===== src/verilog/fe_cfg_pkg.sv =====
/*
 * front end configuration
 * datapath widths, default sizes and the instruction buffer entry
 */
`default_nettype none

package fe_cfg_pkg;

  // address and instruction width
  localparam int XLEN = 32;

  // default sizes, the top level passes its own values down
  localparam int FETCH_WIDTH_DEF  = 2;
  localparam int DECODE_WIDTH_DEF = 2;
  localparam int IBUF_DEPTH_DEF   = 8;

  // architectural register number
  localparam int AREG_W = 5;

  // one buffered instruction
  typedef struct packed {
    logic [XLEN-1:0] pc;
    logic [XLEN-1:0] instr;
  } ibuf_entry_t;

endpackage : fe_cfg_pkg

`default_nettype wire

===== src/verilog/fe_isa_pkg.sv =====
/*
 * front end ISA definitions
 * major opcodes, operand formats, commit flush kinds and fixed registers
 */
`default_nettype none

package fe_isa_pkg;

  // major opcode field instr[31:26]
  localparam logic [5:0] OPC_3R    = 6'h00;
  localparam logic [5:0] OPC_2RI   = 6'h0A;
  localparam logic [5:0] OPC_JIRL  = 6'h13;
  localparam logic [5:0] OPC_BL    = 6'h15;
  localparam logic [5:0] OPC_BR_LO = 6'h16;
  localparam logic [5:0] OPC_BR_HI = 6'h1B;

  // how an instruction names its registers
  typedef enum logic [2:0] {
    FMT_NONE   = 3'd0,
    FMT_3R     = 3'd1,
    FMT_2RI    = 3'd2,
    FMT_JIRL   = 3'd3,
    FMT_BL     = 3'd4,
    FMT_BR_CMP = 3'd5
  } opnd_fmt_e;

  // why the committing instruction flushes the pipe
  typedef enum logic [2:0] {
    FK_NONE    = 3'd0,
    FK_EXCP    = 3'd1,
    FK_TLBR    = 3'd2,
    FK_BRANCH  = 3'd3,
    FK_ERTN    = 3'd4,
    FK_REFETCH = 3'd5,
    FK_IDLE    = 3'd6
  } flush_kind_e;

  // link register written by BL
  localparam logic [fe_cfg_pkg::AREG_W-1:0] REG_RA = 1;

endpackage : fe_isa_pkg

`default_nettype wire


===== src/verilog/fe_lane_if.sv =====
/*
 * multi-lane write interface between fetch compaction and the
 * instruction buffer, valid lanes packed from lane 0
 */
`timescale 1ns/1ps
`default_nettype none

interface fe_lane_if #(
  parameter int LANES = fe_cfg_pkg::FETCH_WIDTH_DEF
) ();

  // per-lane valid, always a contiguous group from lane 0
  logic [LANES-1:0]                    wvalid;
  fe_cfg_pkg::ibuf_entry_t [LANES-1:0] wdata;
  // room for a whole packet, independent of wvalid
  logic                                wready;

  modport src (
    output wvalid,
    output wdata,
    input  wready
  );

  modport dst (
    input  wvalid,
    input  wdata,
    output wready
  );

endinterface : fe_lane_if

`default_nettype wire


===== src/verilog/front_end_top.sv =====
/*
 * CPU front end top level
 * fetch packet compaction, instruction buffer, operand decode and
 * commit-driven redirect
 */
`timescale 1ns/1ps
`default_nettype none

module front_end_top #(
  parameter int FETCH_WIDTH  = fe_cfg_pkg::FETCH_WIDTH_DEF,
  parameter int DECODE_WIDTH = fe_cfg_pkg::DECODE_WIDTH_DEF,
  parameter int IBUF_DEPTH   = fe_cfg_pkg::IBUF_DEPTH_DEF
) (
  input  logic                                            clk,
  input  logic                                            rst_n,
  // fetch side
  input  logic                                            fetch_valid_i,
  input  logic [FETCH_WIDTH-1:0]                          fetch_mask_i,
  input  logic [fe_cfg_pkg::XLEN-1:0]                     fetch_pc_i,
  input  logic [FETCH_WIDTH-1:0][fe_cfg_pkg::XLEN-1:0]    fetch_instr_i,
  output logic                                            fetch_ready_o,
  // decode side
  output logic [DECODE_WIDTH-1:0]                         dec_valid_o,
  output logic [DECODE_WIDTH-1:0][fe_cfg_pkg::XLEN-1:0]   dec_pc_o,
  output logic [DECODE_WIDTH-1:0][fe_cfg_pkg::XLEN-1:0]   dec_instr_o,
  output logic [DECODE_WIDTH-1:0][fe_cfg_pkg::AREG_W-1:0] dec_src0_o,
  output logic [DECODE_WIDTH-1:0][fe_cfg_pkg::AREG_W-1:0] dec_src1_o,
  output logic [DECODE_WIDTH-1:0][fe_cfg_pkg::AREG_W-1:0] dec_dest_o,
  input  logic                                            dec_ready_i,
  // commit side
  input  logic                                            cmt_valid_i,
  input  fe_isa_pkg::flush_kind_e                         cmt_kind_i,
  input  logic [fe_cfg_pkg::XLEN-1:0]                     cmt_pc_i,
  input  logic [fe_cfg_pkg::XLEN-1:0]                     cmt_br_target_i,
  input  logic [fe_cfg_pkg::XLEN-1:0]                     csr_eentry_i,
  input  logic [fe_cfg_pkg::XLEN-1:0]                     csr_tlbrentry_i,
  input  logic [fe_cfg_pkg::XLEN-1:0]                     csr_era_i,
  input  logic                                            irq_pending_i,
  output logic                                            redirect_valid_o,
  output logic [fe_cfg_pkg::XLEN-1:0]                     redirect_target_o,
  output logic                                            fetch_next_o
);

  logic                                          flush;
  fe_cfg_pkg::ibuf_entry_t [DECODE_WIDTH-1:0]    rd_data;
  logic [DECODE_WIDTH-1:0][fe_cfg_pkg::XLEN-1:0] rd_instr;

  fe_lane_if #(.LANES(FETCH_WIDTH)) ibuf_wr ();

  fetch_compactor #(
    .FETCH_WIDTH (FETCH_WIDTH)
  ) u_compactor (
    .clk           (clk),
    .rst_n         (rst_n),
    .flush_i       (flush),
    .fetch_valid_i (fetch_valid_i),
    .fetch_mask_i  (fetch_mask_i),
    .fetch_pc_i    (fetch_pc_i),
    .fetch_instr_i (fetch_instr_i),
    .fetch_ready_o (fetch_ready_o),
    .wr            (ibuf_wr.src)
  );

  inst_buffer #(
    .FETCH_WIDTH  (FETCH_WIDTH),
    .DECODE_WIDTH (DECODE_WIDTH),
    .IBUF_DEPTH   (IBUF_DEPTH)
  ) u_ibuf (
    .clk        (clk),
    .rst_n      (rst_n),
    .flush_i    (flush),
    .wr         (ibuf_wr.dst),
    .rd_valid_o (dec_valid_o),
    .rd_data_o  (rd_data),
    .rd_ready_i (dec_ready_i)
  );

  // split buffer entries onto the decode lanes
  always_comb begin
    for (int k = 0; k < DECODE_WIDTH; k++) begin
      dec_pc_o[k] = rd_data[k].pc;
      rd_instr[k] = rd_data[k].instr;
    end
  end

  assign dec_instr_o = rd_instr;

  operand_decoder #(
    .DECODE_WIDTH (DECODE_WIDTH)
  ) u_opnd_dec (
    .instr_i (rd_instr),
    .src0_o  (dec_src0_o),
    .src1_o  (dec_src1_o),
    .dest_o  (dec_dest_o)
  );

  redirect_control u_redirect (
    .clk               (clk),
    .rst_n             (rst_n),
    .cmt_valid_i       (cmt_valid_i),
    .cmt_kind_i        (cmt_kind_i),
    .cmt_pc_i          (cmt_pc_i),
    .cmt_br_target_i   (cmt_br_target_i),
    .csr_eentry_i      (csr_eentry_i),
    .csr_tlbrentry_i   (csr_tlbrentry_i),
    .csr_era_i         (csr_era_i),
    .irq_pending_i     (irq_pending_i),
    .flush_o           (flush),
    .redirect_target_o (redirect_target_o),
    .fetch_next_o      (fetch_next_o)
  );

  assign redirect_valid_o = flush;

endmodule : front_end_top

`default_nettype wire


===== src/verilog/redirect_control.sv =====
/*
 * commit redirect control
 * turns a committing flush into a global flush and a new fetch target,
 * and holds fetch after an idle until an interrupt arrives
 */
`timescale 1ns/1ps
`default_nettype none

module redirect_control (
  input  logic                        clk,
  input  logic                        rst_n,
  input  logic                        cmt_valid_i,
  input  fe_isa_pkg::flush_kind_e     cmt_kind_i,
  input  logic [fe_cfg_pkg::XLEN-1:0] cmt_pc_i,
  input  logic [fe_cfg_pkg::XLEN-1:0] cmt_br_target_i,
  input  logic [fe_cfg_pkg::XLEN-1:0] csr_eentry_i,
  input  logic [fe_cfg_pkg::XLEN-1:0] csr_tlbrentry_i,
  input  logic [fe_cfg_pkg::XLEN-1:0] csr_era_i,
  input  logic                        irq_pending_i,
  output logic                        flush_o,
  output logic [fe_cfg_pkg::XLEN-1:0] redirect_target_o,
  output logic                        fetch_next_o
);

  localparam logic [fe_cfg_pkg::XLEN-1:0] INSTR_BYTES = 4;

  logic idle_commit;
  logic idle_lock;

  assign flush_o     = cmt_valid_i && (cmt_kind_i != fe_isa_pkg::FK_NONE);
  assign idle_commit = cmt_valid_i && (cmt_kind_i == fe_isa_pkg::FK_IDLE);

  // redirect target by flush kind
  always_comb begin
    case (cmt_kind_i)
      fe_isa_pkg::FK_TLBR:    redirect_target_o = csr_tlbrentry_i;
      fe_isa_pkg::FK_EXCP:    redirect_target_o = csr_eentry_i;
      fe_isa_pkg::FK_BRANCH:  redirect_target_o = cmt_br_target_i;
      fe_isa_pkg::FK_ERTN:    redirect_target_o = csr_era_i;
      // restart right behind the committing instruction
      fe_isa_pkg::FK_REFETCH,
      fe_isa_pkg::FK_IDLE:    redirect_target_o = cmt_pc_i + INSTR_BYTES;
      default:                redirect_target_o = '0;
    endcase
  end

  // ==========================================================================
  // idle lock
  // ==========================================================================

  // a pending interrupt wins over a new idle
  always_ff @(posedge clk or negedge rst_n) begin
    if (!rst_n) begin
      idle_lock <= 1'b0;
    end else if (idle_commit && !irq_pending_i) begin
      idle_lock <= 1'b1;
    end else if (irq_pending_i) begin
      idle_lock <= 1'b0;
    end
  end

  assign fetch_next_o = !idle_lock;

  kind_known: assert property (@(posedge clk) disable iff (!rst_n)
    cmt_valid_i |-> !$isunknown(cmt_kind_i));

endmodule : redirect_control

`default_nettype wire


===== src/verilog/operand_decoder.sv =====
/*
 * operand decoder
 * looks up the operand format and extracts source and destination registers
 */
`timescale 1ns/1ps
`default_nettype none

module operand_decoder #(
  parameter int DECODE_WIDTH = fe_cfg_pkg::DECODE_WIDTH_DEF
) (
  input  logic [DECODE_WIDTH-1:0][fe_cfg_pkg::XLEN-1:0]   instr_i,
  output logic [DECODE_WIDTH-1:0][fe_cfg_pkg::AREG_W-1:0] src0_o,
  output logic [DECODE_WIDTH-1:0][fe_cfg_pkg::AREG_W-1:0] src1_o,
  output logic [DECODE_WIDTH-1:0][fe_cfg_pkg::AREG_W-1:0] dest_o
);

  // major opcode to operand format, branch compares share a range
  function automatic fe_isa_pkg::opnd_fmt_e fmt_of(input logic [5:0] opc);
    fe_isa_pkg::opnd_fmt_e fmt;
    case (opc) inside
      fe_isa_pkg::OPC_3R:   fmt = fe_isa_pkg::FMT_3R;
      fe_isa_pkg::OPC_2RI:  fmt = fe_isa_pkg::FMT_2RI;
      fe_isa_pkg::OPC_JIRL: fmt = fe_isa_pkg::FMT_JIRL;
      fe_isa_pkg::OPC_BL:   fmt = fe_isa_pkg::FMT_BL;
      [fe_isa_pkg::OPC_BR_LO:fe_isa_pkg::OPC_BR_HI]: fmt = fe_isa_pkg::FMT_BR_CMP;
      default:              fmt = fe_isa_pkg::FMT_NONE;
    endcase
    return fmt;
  endfunction

  always_comb begin : extract
    logic [fe_cfg_pkg::AREG_W-1:0] rd;
    logic [fe_cfg_pkg::AREG_W-1:0] rj;
    logic [fe_cfg_pkg::AREG_W-1:0] rk;
    for (int i = 0; i < DECODE_WIDTH; i++) begin
      rd        = instr_i[i][4:0];
      rj        = instr_i[i][9:5];
      rk        = instr_i[i][14:10];
      src0_o[i] = '0;
      src1_o[i] = '0;
      dest_o[i] = '0;
      case (fmt_of(instr_i[i][31:26]))
        fe_isa_pkg::FMT_3R: begin
          src0_o[i] = rj;
          src1_o[i] = rk;
          dest_o[i] = rd;
        end
        fe_isa_pkg::FMT_2RI, fe_isa_pkg::FMT_JIRL: begin
          src0_o[i] = rj;
          dest_o[i] = rd;
        end
        fe_isa_pkg::FMT_BL: begin
          dest_o[i] = fe_isa_pkg::REG_RA;
        end
        // compare branches read rd as their second source
        fe_isa_pkg::FMT_BR_CMP: begin
          src0_o[i] = rj;
          src1_o[i] = rd;
        end
        default: begin
          // unknown opcode names no registers
        end
      endcase
    end
  end

endmodule : operand_decoder

`default_nettype wire


===== src/verilog/inst_buffer.sv =====
/*
 * in-order instruction buffer
 * takes several lanes per cycle and presents the oldest entries to decode
 */
`timescale 1ns/1ps
`default_nettype none

module inst_buffer #(
  parameter int FETCH_WIDTH  = fe_cfg_pkg::FETCH_WIDTH_DEF,
  parameter int DECODE_WIDTH = fe_cfg_pkg::DECODE_WIDTH_DEF,
  parameter int IBUF_DEPTH   = fe_cfg_pkg::IBUF_DEPTH_DEF
) (
  input  logic                                       clk,
  input  logic                                       rst_n,
  input  logic                                       flush_i,
  fe_lane_if.dst                                     wr,
  output logic [DECODE_WIDTH-1:0]                    rd_valid_o,
  output fe_cfg_pkg::ibuf_entry_t [DECODE_WIDTH-1:0] rd_data_o,
  input  logic                                       rd_ready_i
);

  // pointers wrap on their own width, so the depth is a power of two
  localparam int PTR_W = $clog2(IBUF_DEPTH);
  localparam int CNT_W = $clog2(IBUF_DEPTH + 1);

  fe_cfg_pkg::ibuf_entry_t mem [IBUF_DEPTH];
  logic [PTR_W-1:0]        head;
  logic [PTR_W-1:0]        tail;
  logic [CNT_W-1:0]        count;
  logic                    wr_fire;
  logic [CNT_W-1:0]        wr_num;
  logic [CNT_W-1:0]        rd_num;

  // ready only when a whole packet fits
  assign wr.wready = count <= CNT_W'(IBUF_DEPTH - FETCH_WIDTH);
  assign wr_fire   = |wr.wvalid && wr.wready;
  assign wr_num    = wr_fire ? CNT_W'($countones(wr.wvalid)) : '0;
  // every valid read lane pops together
  assign rd_num    = rd_ready_i ? CNT_W'($countones(rd_valid_o)) : '0;

  // lane k shows the k-th oldest entry
  always_comb begin
    for (int k = 0; k < DECODE_WIDTH; k++) begin
      rd_valid_o[k] = count > CNT_W'(k);
      rd_data_o[k]  = mem[head + PTR_W'(k)];
    end
  end

  always_ff @(posedge clk or negedge rst_n) begin
    if (!rst_n) begin
      head  <= '0;
      tail  <= '0;
      count <= '0;
    end else if (flush_i) begin
      head  <= '0;
      tail  <= '0;
      count <= '0;
    end else begin
      head  <= head + PTR_W'(rd_num);
      tail  <= tail + PTR_W'(wr_num);
      count <= count + wr_num - rd_num;
    end
  end

  // entry storage
  always_ff @(posedge clk) begin
    if (wr_fire) begin
      for (int k = 0; k < FETCH_WIDTH; k++) begin
        if (wr.wvalid[k]) begin
          mem[tail + PTR_W'(k)] <= wr.wdata[k];
        end
      end
    end
  end

  // a write held off by back-pressure stays on the lanes until it is taken
  held_write_stable: assert property (@(posedge clk) disable iff (!rst_n)
    |wr.wvalid && !wr.wready && !flush_i |=> $stable(wr.wvalid) && $stable(wr.wdata));

  count_bounded: assert property (@(posedge clk) disable iff (!rst_n)
    count <= CNT_W'(IBUF_DEPTH));

endmodule : inst_buffer

`default_nettype wire


===== src/verilog/fetch_compactor.sv =====
/*
 * fetch packet register and lane compaction
 * holds one packet and packs its valid lanes into buffer write lanes
 */
`timescale 1ns/1ps
`default_nettype none

module fetch_compactor #(
  parameter int FETCH_WIDTH = fe_cfg_pkg::FETCH_WIDTH_DEF
) (
  input  logic                                         clk,
  input  logic                                         rst_n,
  input  logic                                         flush_i,
  input  logic                                         fetch_valid_i,
  input  logic [FETCH_WIDTH-1:0]                       fetch_mask_i,
  input  logic [fe_cfg_pkg::XLEN-1:0]                  fetch_pc_i,
  input  logic [FETCH_WIDTH-1:0][fe_cfg_pkg::XLEN-1:0] fetch_instr_i,
  output logic                                         fetch_ready_o,
  fe_lane_if.src                                       wr
);

  localparam int XLEN = fe_cfg_pkg::XLEN;

  logic                                 pkt_valid;
  logic [FETCH_WIDTH-1:0]               pkt_mask;
  logic [XLEN-1:0]                      pkt_pc;
  logic [FETCH_WIDTH-1:0][XLEN-1:0]     pkt_instr;
  logic                                 accept;

  // ==========================================================================
  // packet register
  // ==========================================================================

  // held packet leaves whenever the buffer has room for a full packet
  assign fetch_ready_o = (!pkt_valid || wr.wready) && !flush_i;
  assign accept        = fetch_valid_i && fetch_ready_o;

  always_ff @(posedge clk or negedge rst_n) begin
    if (!rst_n) begin
      pkt_valid <= 1'b0;
    end else if (flush_i) begin
      pkt_valid <= 1'b0;
    end else if (fetch_ready_o) begin
      pkt_valid <= fetch_valid_i;
    end
  end

  always_ff @(posedge clk) begin
    if (accept) begin
      pkt_mask  <= fetch_mask_i;
      pkt_pc    <= fetch_pc_i;
      pkt_instr <= fetch_instr_i;
    end
  end

  // ==========================================================================
  // compaction
  // ==========================================================================

  // squeeze out masked lanes, each keeps the pc of its original slot.
  // an all-zero mask drains the register without any write
  always_comb begin : compact
    int unsigned slot;
    slot      = 0;
    wr.wvalid = '0;
    wr.wdata  = '0;
    for (int i = 0; i < FETCH_WIDTH; i++) begin
      if (pkt_valid && pkt_mask[i]) begin
        wr.wvalid[slot]      = 1'b1;
        wr.wdata[slot].pc    = pkt_pc + XLEN'(4 * i);
        wr.wdata[slot].instr = pkt_instr[i];
        slot++;
      end
    end
  end

  // nothing fetched before a redirect may reach the buffer afterwards
  flush_drops_packet: assert property (@(posedge clk) disable iff (!rst_n)
    flush_i |=> !pkt_valid && !(|wr.wvalid));

endmodule : fetch_compactor

`default_nettype wire


===== config.mk =====
export PLATFORM = sky130hd
export DESIGN_NAME = front_end_top
export DESIGN_NICKNAME = d
export VERILOG_FILES = /design/src/verilog/fe_cfg_pkg.sv /design/src/verilog/fe_isa_pkg.sv /design/src/verilog/fe_lane_if.sv /design/src/verilog/front_end_top.sv /design/src/verilog/redirect_control.sv /design/src/verilog/operand_decoder.sv /design/src/verilog/inst_buffer.sv /design/src/verilog/fetch_compactor.sv
export SDC_FILE = /design/constraint.sdc
export NUM_CORES = 1
export LEC_CHECK = 0
export ABC_CLOCK_PERIOD_IN_PS = 5100
export BUFFER_PORTS_ARGS = -buffer_cell sky130_fd_sc_hd__buf_2
export CORE_MARGIN = 3
export CORE_UTILIZATION = 54
export DETAILED_ROUTE_END_ITERATION = 10
export PLACE_DENSITY = 0.86
export SYNTH_ARGS = -nofsm -noshare
export SYNTH_HDL_FRONTEND = slang
export SYNTH_HIERARCHICAL = 1
export SYNTH_SLANG_ARGS = --single-unit

===== constraint.sdc =====
create_clock -name clk -period 5.1 [get_ports clk]
set_input_delay 0.765 -clock clk [delete_from_list [all_inputs] [get_ports clk]]
set_output_delay 0.765 -clock clk [all_outputs]
set_load 0.005 [all_outputs]

==> metrics.md <==
| Metric | Value |
|---|---|
| Sink Count | `622` |
| Syn avg cell area | `about 16 sq um` |
| Max-slew violations | `0` |
| Synth cell types | `83` |
| Root buf cell | `clkbuf_16` |
| Fin nets | `3067` |
| Worst Tran Pin Value | `1.05 ns` |
| Static Leak | `approximately 15 nW` |
| P per Cell Area | `just under 400 nW/um^2` |
| Met3 wire len | `13400 um` |
| Drt first pass iters | `6` |
| Routed wl met2 | `54500 um` |
| P&R area growth vs syn | `13.7%` |
| Final hold vios | `0` |
| Worst-Skew Late Latency | `0.64 ns` |
| Top layer in use | `met5` |
| TritonCTS clock tree | `done` |
| Gate power share | `0.386` |
| Synth async-reset ratio | `0.0193` |
| Post-DP HPWL | `73800 um` |
| Die Ht | `269 um` |
| Setup crit start kind | `flip-flop` |
| Worst Path Max Fanout | `141` |
| WP data arrival | `roughly 4.2 ns` |
| Final WL | `roughly 120000 um` |
| Drt initial violations | `3268` |
| Worst slack, placed | `0.804 ns` |
| Final setup viols | `0` |
| Peak VDD IR | `0.331 mV` |
| Total power | `0.0167 W` |
| Clock transition at path regs | `0.06 ns` |
| Critical R2R Launch | `u_compactor/pkt_valid` |
| Final Util | `0.626` |
| Netlist area before placement | `37300 sq um` |
| Drt via density | `6.94` |
| Port Buf Inserts | `461` |
| Synth Flop Type | `edfxtp_1` |
| Critical path class | `reg2out` |
| Setup Buffers After CTS | `0` |
| Hold-fix buffers, CTS | `0` |
| Setup WS post-layout | `0.166 ns` |
| Post-synthesis compound-gate area fraction | `0.0485` |
| Detail Route Antenna Nets | `0` |
| CP required | `~4.3 ns` |
| RR Endpoint | `u_ibuf/count[3]` |
| # IOs | `462` |
| Status | `completed` |
| Reg2reg path depth | `14` |
| Sw Ratio | `0.324` |
| Post-synth EDFFs | `just over 600` |
| R2R setup slack | `0.76 ns` |
| Clk buf depth | `3` |
| Synth Area in Simple Gates | `0.0535` |
| Int Power | `~0.011 W` |
| Overflow after GRT | `0` |
| Gpl congestion | `1.01` |
| Area of the die | `72200 sq um` |
| Largest family of logic cells by synthesized area | `multiplexers` |
| Syn. warnings | `6` |
| Clock power share | `0.260` |
| Met1 WL | `roughly 43000 um` |
| H-tree Lvls | `2` |
| Fillers | `4888` |
| Vias post-DR | `25.7k` |
| Synth Instances | `around 2.4k` |
| Core area | `a little under 70000 sq um` |
| Post-synthesis net count | `about 2.7k` |
| Critical Path End Type | `primary output` |
| Share of cells above drive strength 1 | `0.535` |
| Sequential share of the synthesized area | `0.499` |
| Clock Skews | `0.0124 ns` |
| Slew Limit Headroom | `0.302` |
| Chip Width | `269 um` |
| DRC errors left | `0` |
| Wire length per cell | `31.3 um` |
| Site Rows | `95` |
| Post-Layout Cell Count | `3702` |
| CTS Buf Count | `just over 60` |
| Post-Synth XOR/XNOR Area | `0.0119` |
| Commonest non-fill, non-tap cell in the layout | `edfxtp_1` |
| Global-route wire length before repair | `169000 um` |
| Initial Util | `0.550` |
| Vias in the first global route | `26.3k` |
| Gr usage total | `0.316` |
| Post-route setup TNS | `0 ns` |
| MaxCap Viol Count | `0` |
| Crit path time final | `4.93 ns` |
| Commonest non-fill, non-tap cells in the layout | `edfxtp_1, mux2_2, buf_2` |
| Largest net degree at the start of global routing | `between 100 and 150` |
| Antenna violations before repair | `4` |
| Post-cts sizing count | `0` |
| RSZ-0062 raised after global routing | `no` |
| Final period utilization | `0.967` |
| HP Class | `in2async` |
| Synth Area in Adders | `0.00819` |
| Seq cells post-synth | `622` |
| Sequential fraction of design power | `0.354` |
| F_max | `0.203 GHz` |
| Placed insts | `3588` |
| Net switching power | `0.00541 W` |
| Fraction of synthesized area in multiplexers | `0.353` |
cells in the mapped netlist, types with 25 or more instances:
master    count  area [sq um]
mux2_2      599          6750
nand2_1      48           180
buf_2        37           185
inv_1        25          93.8
and2_1       51           319
edfxtp_1    610         18300
nor2_1       65           244
a22o_1       57           499
buf_1        27           101
mux4_2      256          5770
nand3_1      36           180
a22oi_1      32           240
xnor2_1      34           298
clkbuf_1    102           383
mux2_1       56           631
sequential cells by signal (all words and copies together) (netlist names):
signal and cells:
u_ibuf/tail 3, u_compactor/pkt_mask 2, u_ibuf/count 4, u_ibuf/head 3, u_compactor/pkt_valid 1, u_compactor/pkt_pc 32
u_compactor/pkt_instr 64, u_redirect/idle_lock 1, u_ibuf/mem 512
power groups by stage:
stage	Clock [W]	Combinational [W]	Sequential [W]
global route	0.00459	0.00685	0.00593
finish	0.00434	0.00645	0.00592
global placement	0	0.00624	0.00601
detailed placement	0	0.00641	0.00602
CTS	0.00438	0.00645	0.00592
floorplan	0	0.00422	0.00595
cells by family after synthesis:
| family | Yosys count |
|---|---|
| compound gates | 237 |
| simple gates | 329 |
| buf+inv | 209 |
| xor+xnor | 50 |
| mux | 912 |
| fa+ha+maj | 22 |
| flops | 622 |
worst max-delay path: stages, from the launching register on:
cell     delay (ns)
dfrtp_4        0.44
buf_12         0.70
mux4_2         0.60
mux2_2         0.34
and3b_2        0.25
a32o_1         0.21
nor3_2         0.63
nor3b_1        0.15
buf_2          0.17
per-layer routing:
layer	vias up	global-route usage
met3	292	0.0685
met4	4	0.119
met5	-	0
met1	13100	0.434
li1	10600	-
met2	1748	0.500
how the worst max path moves through the flow:
| stage | to | start | cells after the start |
|---|---|---|---|
| global route | dec_src1_o[0] | u_ibuf/head[0] | 7 |
| finish | dec_src0_o[2] | u_ibuf/head[0] | 8 |
| floorplan | u_ibuf/mem[2][0] | u_compactor/pkt_valid | 9 |
| CTS | dec_src1_o[0] | u_ibuf/head[0] | 7 |
| detailed placement | u_ibuf/count[3] | u_compactor/pkt_valid | 14 |
| global placement | dec_src1_o[0] | u_ibuf/head[0] | 7 |
per-stage QoR:
stage	hold WS, ns	cell area (sq um)
2_1_floorplan	0.469	37300
3_3_place_gp	0.500	40500
3_5_place_dp	0.515	40500
4_1_cts	0.0379	42400
5_1_grt	0.0471	42400
6_report	0.0505	42400
area by class of cell:
class	count	area (sq um)	share of cell area
Clock inverter	38	302	0.00711
Inverter	26	97.6	0.00230
Antenna cell	3	7.51	0.000177
Timing Repair Buffer	517	2880	0.0679
Clock buffer	73	1570	0.0371
Sequential cell	622	18600	0.439
Multi-Input combinational cell	1550	17800	0.420
Tap cell	873	1090	0.0258
(Power assumes the default switching activity.)
